==> config.mk <==
export PLATFORM = sky130hd
export DESIGN_NAME = regex_scan_top
export DESIGN_NICKNAME = d
export VERILOG_FILES = /design/src/hdl/regex_scan_pkg.sv /design/src/hdl/packet_ingress.sv /design/src/hdl/regex_dfa.sv /design/src/hdl/regex_scan_top.sv /design/src/hdl/stream_rule_unit.sv
export SDC_FILE = /design/constraint.sdc
export NUM_CORES = 1
export LEC_CHECK = 0
export ABC_CLOCK_PERIOD_IN_PS = 4250
export BUFFER_PORTS_ARGS = -buffer_cell sky130_fd_sc_hd__clkbuf_2
export CAP_MARGIN = 0
export CORE_ASPECT_RATIO = 0.5
export CORE_MARGIN = 4
export CORE_UTILIZATION = 40
export CTS_BUF_LIST = sky130_fd_sc_hd__clkbuf_4 sky130_fd_sc_hd__clkbuf_8
export DETAILED_ROUTE_END_ITERATION = 6
export SLEW_MARGIN = 0
export SYNTH_ARGS = -nofsm -noshare
export SYNTH_HDL_FRONTEND = slang
export SYNTH_SLANG_ARGS = --single-unit
==> constraint.sdc <==
create_clock -name clk -period 4.25 [get_ports clk]
set_input_delay 0.2125 -clock clk [delete_from_list [all_inputs] [get_ports clk]]
set_output_delay 0.2125 -clock clk [all_outputs]
set_load 0.02 [all_outputs]
==> src/hdl/regex_scan_pkg.sv <==
`default_nettype none

package regex_scan_pkg;

   // Payload byte width
   localparam int unsigned BYTE_W = 8;

   // Stream id width, 64 interleaved streams
   localparam int unsigned STREAM_ID_W = 6;

   // Depth of every per-stream state memory
   localparam int unsigned NUM_STREAMS = 64;

   // DFA state is the count of pattern bytes matched so far
   // Holds 0 to 8, so 4 bits
   localparam int unsigned STATE_W = 4;

   // Per-rule packet counter width
   localparam int unsigned COUNT_W = 16;

   // Longest literal a rule can hold
   // Shorter literals are zero padded in the upper bytes
   localparam int unsigned MAX_PATTERN_LEN = 8;

endpackage : regex_scan_pkg

`default_nettype wire

==> src/hdl/packet_ingress.sv <==
`default_nettype none

module packet_ingress #(
   parameter int unsigned NUM_RULES = 2
) (
   input  wire                                      clk,
   input  wire                                      rst_n,
   input  wire                                      sop,
   input  wire                                      byte_vld,
   input  wire [regex_scan_pkg::BYTE_W-1:0]         byte_in,
   input  wire                                      eop,
   input  wire [regex_scan_pkg::STREAM_ID_W-1:0]    stream_id,
   input  wire [NUM_RULES-1:0]                      enable_mask,
   output logic                                     load_state,
   output logic                                     char_vld,
   output logic [regex_scan_pkg::BYTE_W-1:0]        char,
   output logic                                     pkt_eop,
   output logic [regex_scan_pkg::STREAM_ID_W-1:0]   pkt_stream_id,
   output logic [NUM_RULES-1:0]                     pkt_enable
);

   // High from sop until eop, tracks the outside protocol
   logic in_pkt;

   // Control strobes, each one cycle behind its input
   always_ff @(posedge clk)
   begin
      if (!rst_n)
      begin
         load_state <= 1'b0;
         char_vld   <= 1'b0;
         pkt_eop    <= 1'b0;
         in_pkt     <= 1'b0;
      end
      else
      begin
         load_state <= sop;
         char_vld   <= byte_vld;
         pkt_eop    <= eop;
         // Packet window opens at sop and closes at eop
         if (sop)
            in_pkt <= 1'b1;
         else if (eop)
            in_pkt <= 1'b0;
      end
   end

   // Byte payload follows the strobe
   always_ff @(posedge clk)
   begin
      char <= byte_in;
   end

   // Stream id and mask are sampled only at sop
   // Held for the whole packet so eop sees the same values
   always_ff @(posedge clk)
   begin
      if (!rst_n)
      begin
         pkt_stream_id <= '0;
         pkt_enable    <= '0;
      end
      else if (sop)
      begin
         pkt_stream_id <= stream_id;
         pkt_enable    <= enable_mask;
      end
   end

   // At most one of the three input strobes per cycle
   a_strobes_exclusive : assert property (
      @(posedge clk) disable iff (!rst_n)
      $onehot0({sop, byte_vld, eop})
   );

   // Bytes belong inside a packet, never between eop and the next sop
   a_byte_in_packet : assert property (
      @(posedge clk) disable iff (!rst_n)
      byte_vld |-> in_pkt
   );

endmodule : packet_ingress

`default_nettype wire

==> src/hdl/regex_dfa.sv <==
`default_nettype none

module regex_dfa #(
   parameter logic [regex_scan_pkg::MAX_PATTERN_LEN*regex_scan_pkg::BYTE_W-1:0] PATTERN = '0,
   parameter int unsigned PATTERN_LEN = 1
) (
   input  wire                                   clk,
   input  wire                                   rst_n,
   input  wire [regex_scan_pkg::BYTE_W-1:0]      char,
   input  wire                                   char_vld,
   input  wire [regex_scan_pkg::STATE_W-1:0]     state_in,
   input  wire                                   state_in_vld,
   output logic [regex_scan_pkg::STATE_W-1:0]    state_out,
   output logic                                  accept_out
);

   // Bits needed to pick one byte out of the pattern
   localparam int unsigned IDX_W = $clog2(regex_scan_pkg::MAX_PATTERN_LEN);

   localparam logic [regex_scan_pkg::STATE_W-1:0] LEN_S =
      regex_scan_pkg::STATE_W'(PATTERN_LEN);

   // Pattern byte i sits at bits [i*BYTE_W +: BYTE_W], byte 0 lowest
   localparam logic [regex_scan_pkg::BYTE_W-1:0] FIRST_BYTE =
      PATTERN[regex_scan_pkg::BYTE_W-1:0];

   logic [regex_scan_pkg::BYTE_W-1:0]  expect_byte;
   logic [regex_scan_pkg::STATE_W-1:0] state_adv;
   logic [regex_scan_pkg::STATE_W-1:0] state_nxt;
   logic                               accept_nxt;

   // Next byte the literal wants in the current state
   assign expect_byte = PATTERN[state_out[IDX_W-1:0]*regex_scan_pkg::BYTE_W +:
                                regex_scan_pkg::BYTE_W];

   assign state_adv = state_out + 1'b1;

   // Step on one byte
   always_comb
   begin
      state_nxt  = '0;
      accept_nxt = 1'b0;
      if (char == expect_byte)
      begin
         // Full literal seen, fire and start over
         if (state_adv == LEN_S)
         begin
            accept_nxt = 1'b1;
            state_nxt  = '0;
         end
         else
            state_nxt = state_adv;
      end
      // Mismatch, the byte may still open a new match
      // Exact because the literal has no self-overlapping prefix
      else if (char == FIRST_BYTE)
         state_nxt = regex_scan_pkg::STATE_W'(1);
   end

   always_ff @(posedge clk)
   begin
      if (!rst_n)
      begin
         state_out  <= '0;
         accept_out <= 1'b0;
      end
      else
      begin
         accept_out <= 1'b0;
         // Restore wins over a byte in the same cycle
         if (state_in_vld)
            state_out <= state_in;
         else if (char_vld)
         begin
            state_out  <= state_nxt;
            accept_out <= accept_nxt;
         end
      end
   end

   // Restored states come from the unit memory, they must still be in range
   a_state_in_range : assert property (
      @(posedge clk) disable iff (!rst_n)
      state_out <= LEN_S
   );

endmodule : regex_dfa

`default_nettype wire

==> src/hdl/regex_scan_top.sv <==
`default_nettype none

module regex_scan_top #(
   parameter int unsigned NUM_RULES = 2,
   // Rule r literal at [r*64 +: 64], its byte 0 in the lowest bits
   // Defaults are "abc" and "x1y2z"
   parameter logic [NUM_RULES*regex_scan_pkg::MAX_PATTERN_LEN*regex_scan_pkg::BYTE_W-1:0]
      PATTERNS = {64'h0000_007a_3279_3178, 64'h0000_0000_0063_6261},
   // Rule r length at [r*STATE_W +: STATE_W]
   parameter logic [NUM_RULES*regex_scan_pkg::STATE_W-1:0] PATTERN_LENS = {4'd5, 4'd3}
) (
   input  wire                                        clk,
   input  wire                                        rst_n,
   input  wire                                        sop,
   input  wire                                        byte_vld,
   input  wire [regex_scan_pkg::BYTE_W-1:0]           byte_in,
   input  wire                                        eop,
   input  wire [regex_scan_pkg::STREAM_ID_W-1:0]      stream_id,
   input  wire [NUM_RULES-1:0]                        enable_mask,
   output logic [NUM_RULES*regex_scan_pkg::COUNT_W-1:0] counts,
   output logic [NUM_RULES-1:0]                       fired
);

   localparam int unsigned PAT_W = regex_scan_pkg::MAX_PATTERN_LEN * regex_scan_pkg::BYTE_W;

   // Registered packet stream shared by all rules
   logic                                   load_state;
   logic                                   char_vld;
   logic [regex_scan_pkg::BYTE_W-1:0]      char;
   logic                                   pkt_eop;
   logic [regex_scan_pkg::STREAM_ID_W-1:0] pkt_stream_id;
   logic [NUM_RULES-1:0]                   pkt_enable;

   packet_ingress #(
      .NUM_RULES (NUM_RULES)
   ) packet_ingress_i (
      .clk           (clk),
      .rst_n         (rst_n),
      .sop           (sop),
      .byte_vld      (byte_vld),
      .byte_in       (byte_in),
      .eop           (eop),
      .stream_id     (stream_id),
      .enable_mask   (enable_mask),
      .load_state    (load_state),
      .char_vld      (char_vld),
      .char          (char),
      .pkt_eop       (pkt_eop),
      .pkt_stream_id (pkt_stream_id),
      .pkt_enable    (pkt_enable)
   );

   // One unit per rule, each with its own literal and enable bit
   for (genvar r = 0; r < NUM_RULES; r++)
   begin : g_rule
      stream_rule_unit #(
         .PATTERN     (PATTERNS[r*PAT_W +: PAT_W]),
         .PATTERN_LEN (PATTERN_LENS[r*regex_scan_pkg::STATE_W +: regex_scan_pkg::STATE_W])
      ) stream_rule_unit_i (
         .clk           (clk),
         .rst_n         (rst_n),
         .load_state    (load_state),
         .char_vld      (char_vld),
         .char          (char),
         .pkt_eop       (pkt_eop),
         .pkt_stream_id (pkt_stream_id),
         .pkt_enable    (pkt_enable[r]),
         .count         (counts[r*regex_scan_pkg::COUNT_W +: regex_scan_pkg::COUNT_W]),
         .fired         (fired[r])
      );
   end

endmodule : regex_scan_top

`default_nettype wire

==> src/hdl/stream_rule_unit.sv <==
`default_nettype none

module stream_rule_unit #(
   parameter logic [regex_scan_pkg::MAX_PATTERN_LEN*regex_scan_pkg::BYTE_W-1:0] PATTERN = '0,
   parameter int unsigned PATTERN_LEN = 1
) (
   input  wire                                     clk,
   input  wire                                     rst_n,
   input  wire                                     load_state,
   input  wire                                     char_vld,
   input  wire [regex_scan_pkg::BYTE_W-1:0]        char,
   input  wire                                     pkt_eop,
   input  wire [regex_scan_pkg::STREAM_ID_W-1:0]   pkt_stream_id,
   input  wire                                     pkt_enable,
   output logic [regex_scan_pkg::COUNT_W-1:0]      count,
   output logic                                    fired
);

   // Saved DFA state per stream
   logic [regex_scan_pkg::STATE_W-1:0] state_mem [regex_scan_pkg::NUM_STREAMS];

   // Stream has ended at least one enabled packet
   logic [regex_scan_pkg::NUM_STREAMS-1:0] seen;

   // Restore path into the DFA
   logic [regex_scan_pkg::STATE_W-1:0] state_in;
   logic                               state_in_vld;

   logic [regex_scan_pkg::STATE_W-1:0] state_out;
   logic                               accept_out;

   // Restore one cycle after load_state
   // Unseen streams start from state 0
   always_ff @(posedge clk)
   begin
      if (!rst_n)
         state_in_vld <= 1'b0;
      else
         state_in_vld <= load_state;
   end

   always_ff @(posedge clk)
   begin
      if (load_state)
         state_in <= seen[pkt_stream_id] ? state_mem[pkt_stream_id] : '0;
   end

   // Save the DFA state at the end of an enabled packet
   always_ff @(posedge clk)
   begin
      if (pkt_eop && pkt_enable)
         state_mem[pkt_stream_id] <= state_out;
   end

   // Seen bits, fired flag and packet counter
   always_ff @(posedge clk)
   begin
      if (!rst_n)
      begin
         seen  <= '0;
         fired <= 1'b0;
         count <= '0;
      end
      else
      begin
         // New packet clears the flag, any match sets it
         if (load_state)
            fired <= 1'b0;
         else if (accept_out)
            fired <= 1'b1;
         if (pkt_eop)
         begin
            if (pkt_enable)
            begin
               // One count per packet, however many matches
               count               <= count + regex_scan_pkg::COUNT_W'(fired);
               seen[pkt_stream_id] <= 1'b1;
            end
            else
               // Disabled rule, the stream keeps its old saved state
               fired <= 1'b0;
         end
      end
   end

   regex_dfa #(
      .PATTERN     (PATTERN),
      .PATTERN_LEN (PATTERN_LEN)
   ) regex_dfa_i (
      .clk          (clk),
      .rst_n        (rst_n),
      .char         (char),
      .char_vld     (char_vld),
      .state_in     (state_in),
      .state_in_vld (state_in_vld),
      .state_out    (state_out),
      .accept_out   (accept_out)
   );

   // Save and restore on the same stream id must not overlap
   a_eop_load_apart : assert property (
      @(posedge clk) disable iff (!rst_n)
      !(pkt_eop && load_state)
   );

endmodule : stream_rule_unit

`default_nettype wire

==> results.cfg <==
[status]
run_status = finished, final reports clean

[clocking]
root_buffer = clkbuf_8
cts_num_sinks = 712
cts_resized = 0
max-clock-path-buffers = 3
insertion_delay_ns = 0.71
tritoncts = done
htreeDepth = 3
cts.reportedPaths.clkPinSlew_ns = 0.07
cts_inserted_buffers = 102

[floorplan]
die_h_um = 195
ioPinCount = 55
initial_core_util_pct = 40.6
design.die.area_mm2 = 0.0748
width_of_the_die_um = 383
rows = 68
core_region_area_mm2 = 0.0693

[run]
cap_violations = 0

[global_route]
grt_first_pass_wirelength_mm = 118
grt_pass1_vias = 17900
grt.total_usage_pct = 21.1
overflow = 0
number_of_antenna_violations_at_the_first_check_in_global_routing = 2
maximum_number_of_pins_on_one_net_before_global_route_repair = 74

[drt]
final_routed_drc_violation_total = 0
avgViaCountPerCell = 5.65
sum_of_routed_wire_length_over_all_layers_mm = 80.1
num_vias = 18000
number_of_nets_with_antenna_violations_after_detailed_routing = 0
drt-pass1-iter-count = 5
wl_per_cell_um = 25.2
drt_iter0_markers = 2246

[final_layout]
finalNetCount = 2184
stdcell_area_mm2 = 0.0319
fillerInstances = 6144
fin_util_pct = 46.1
synthToLayoutAreaGrowth_pct = 13.6
share_of_final_layout_standard_cells_stronger_than_drive_strength_1_pct = 18.8

[yosys]
mappedNetlistArea_mm2 = 0.0281
synthMostInstantiatedCell = edfxtp_1
ys.flop_type = edfxtp_1
edff_count_synth = 520
yosysTopAreaCell = edfxtp_1
post_synth.cell_area_avg_um2 = 13.8
synth-seq-cells = 712
synth_seq_area_share_pct = 69.2
count_of_different_cell_masters_after_synthesis = 68
netlist_top_cells_count = edfxtp_1 (520), nor2_1 (426), dfxtp_1 (192), mux2i_1 (87), nand2_1 (76)
yosysTopAreaCellShare_pct = 55.5
post_synth_main_area_contributors = edfxtp_1 (56%), dfxtp_1 (14%), nor2_1 (5.7%), mux4_2 (4.6%), mux2i_1 (3.1%)
syn_nets = 2068
async_set_reset_flop_share_out_of_synthesis_pct = 0
synth.yosys.warnings = 0
synthCells = 2034

[worst_setup_path]
crit_type = reg2reg
critical-path-top-cell-by-count = buf_4
setup.worst_path.start_class = flop
critPathMaxStageDelay_ns = 0.86
critical_path.max_fanout = 31
critical_path_cell_by_cell = buf_4 -> nor2b_1 -> buf_4 -> a22oi_1 -> o22ai_1 -> o2bb2ai_1 -> nor4_2 -> a31oi_1
timing.critical_path.required_ns = 4.79
timing.critical_path.arrival_ns = 3.67
endpoint_kind = flop
slowest_stage = nor2b_1

[timing]
setup_viol_count_final = 0
fmax_mhz = 320
timing.setup.tns_ns = 0
grt_setup_unrepaired = no
finalWorstPathRequiredPeriod_ns = 3.13
maxSlewViolCount = 0
min_period_over_period_pct = 73.6
timing.clock.skew_ns = 0.0335
worst_slew_pin_slew_ns = 1.20
timing.final.hold_violations = 0
slew_headroom_pct = 20.0
hold_ws_ns = 0.115

[min_path]
timing.hold.worst.class = in2reg

[placed_design]
routabilityCongestion = 0.880
post_dp_cell_area_mm2 = 0.0295
hpwlAfterDp_mm = 51.0
port_buffers = 54

[pwr]
power_density_mw_per_mm2 = 436
static_leakage_nw = 10.7
power_mw = 13.9
peakVddDrop_mv = 0.207
[cell type report]
cell class                      instances  area (um2)  share of cell area, %
Tap cell                              945        1180                   3.70
Multi-Input combinational cell       1182        8050                   25.2
Clock inverter                         31         225                  0.705
Clock buffer                          161        1960                   6.13
Timing Repair Buffer                  139         988                   3.09
Antenna cell                            1        2.50                0.00784
Sequential cell                       712       19500                   61.0
Inverter                               13        53.8                  0.168
[per-layer routing]
metal	routed length, um	share of wire, %	vias up	track usage [%]
met3	7590	9.5	141	5.61
met5	89	0.11	-	0.766
met4	2340	2.9	4	7.16
met2	36400	45	858	32.9
met1	33700	42	9083	28.8
li1	-	-	7914	-
[final timing paths]
check	startpoint	slack, ns	depth (start not counted)	endpoint
setup / recovery	packet_ingress_i.pkt_stream_id[2]	1.12	8	g_rule[0].stream_rule_unit_i.state_in[2]
hold / removal	sop	0.11	2	packet_ingress_i.load_state
setup reg to reg	packet_ingress_i.pkt_stream_id[2]	1.12	8	g_rule[0].stream_rule_unit_i.state_in[2]
hold reg to reg	g_rule[1].stream_rule_unit_i.seen[11]	0.47	1	g_rule[1].stream_rule_unit_i.seen[11]
[registers in the layout (all words and copies together) (netlist names)]
name and count:
packet_ingress_i.load_state 1, g_rule.stream_rule_unit_i.fired 2, g_rule.stream_rule_unit_i.state_in 8, g_rule.stream_rule_unit_i.seen 128
packet_ingress_i.char_vld 1, g_rule.stream_rule_unit_i.regex_dfa_i.state_out 8, packet_ingress_i.pkt_enable 2, packet_ingress_i.char 8
packet_ingress_i.pkt_stream_id 6, g_rule.stream_rule_unit_i.regex_dfa_i.accept_out 2, g_rule.stream_rule_unit_i.state_mem 512, g_rule.stream_rule_unit_i.state_in_vld 1
g_rule.stream_rule_unit_i.count 32, packet_ingress_i.pkt_eop 1
[cells by family (layout without fill, tap and decap cells)]
logic type / Yosys count / in the layout / synth area share, %
other: 0 / 1 / 0
muxes: 186 / 186 / 9.35
xor gates and xnor gates: 25 / 25 / 0.779
and+or+nand+nor: 626 / 626 / 9.54
AOI/OAI and AO/OA: 332 / 332 / 8.35
adders and majority gates: 13 / 13 / 0.579
DFF: 712 / 712 / 69.2
buffers and inverters: 140 / 344 / 2.19
[metrics by stage]
| step | setup slack, ns | cells |
|---|---|---|
| final | 1.12 | 3184 |
| after global placement | 1.24 | 2969 |
| after global routing | 1.01 | 3184 |
| after floorplan | 1.04 | 2034 |
| after CTS | 1.19 | 3183 |
| after detailed placement | 1.21 | 2969 |
[power by group]
part / leakage, nW / switching, mW / total (mW) / internal [mW]
combinational: 3.13 / 0.481 / 0.727 / 0.247
sequential: 6.43 / 0.0546 / 7.48 / 7.43
clock: 1.15 / 2.59 / 5.70 / 3.11
[worst max-delay path: cells and delay by family, from the launching register on]
| family | cells | cell delay, ns |
|---|---|---|
| simple gates | 2 | 0.95 |
| buf+inv | 2 | 0.83 |
| compound gates | 4 | 0.74 |
| flops | 1 | 0.45 |
[placed cells by master, fill, tap and decap left out, types with 9 or more instances in the layout]
| master | synthesis | layout |
|---|---|---|
| nor2_1 | 426 | 424 |
| o21ai_0 | 47 | 47 |
| ha_1 | 13 | 13 |
| mux2_2 | 42 | 42 |
| mux4_2 | 57 | 57 |
| o22ai_1 | 33 | 33 |
| clkbuf_4 | 0 | 41 |
| nor3_1 | 11 | 11 |
| inv_1 | 12 | 10 |
| a22o_1 | 12 | 12 |
| o21a_1 | 20 | 20 |
| clkbuf_8 | 0 | 120 |
| and2_1 | 12 | 12 |
| a31oi_1 | 20 | 20 |
| clkinv_1 | 1 | 15 |
| dlygate4sd3_1 | 0 | 22 |
| nand4_1 | 12 | 12 |
| and3_1 | 13 | 13 |
| xor2_1 | 23 | 23 |
| or3_1 | 12 | 12 |
| buf_4 | 9 | 61 |
| clkbuf_2 | 0 | 54 |
| a221o_1 | 12 | 12 |
| mux2i_1 | 87 | 87 |
| nand3_1 | 17 | 17 |
| nor2b_1 | 12 | 11 |
| edfxtp_1 | 520 | 520 |
| clkinv_2 | 0 | 9 |
| a22oi_1 | 38 | 38 |
| nand2_1 | 76 | 76 |
| a21oi_1 | 52 | 52 |
| a221oi_1 | 57 | 57 |
| dfxtp_1 | 192 | 181 |
[repair_timing]
| action | 4_1_cts | 5_1_grt |
|---|---|---|
| setup buffers | 0 | 0 |
| hold buffers | 22 | 0 |
| hold endpoints to repair | 49 | 0 |
(Power assumes the default switching activity.)
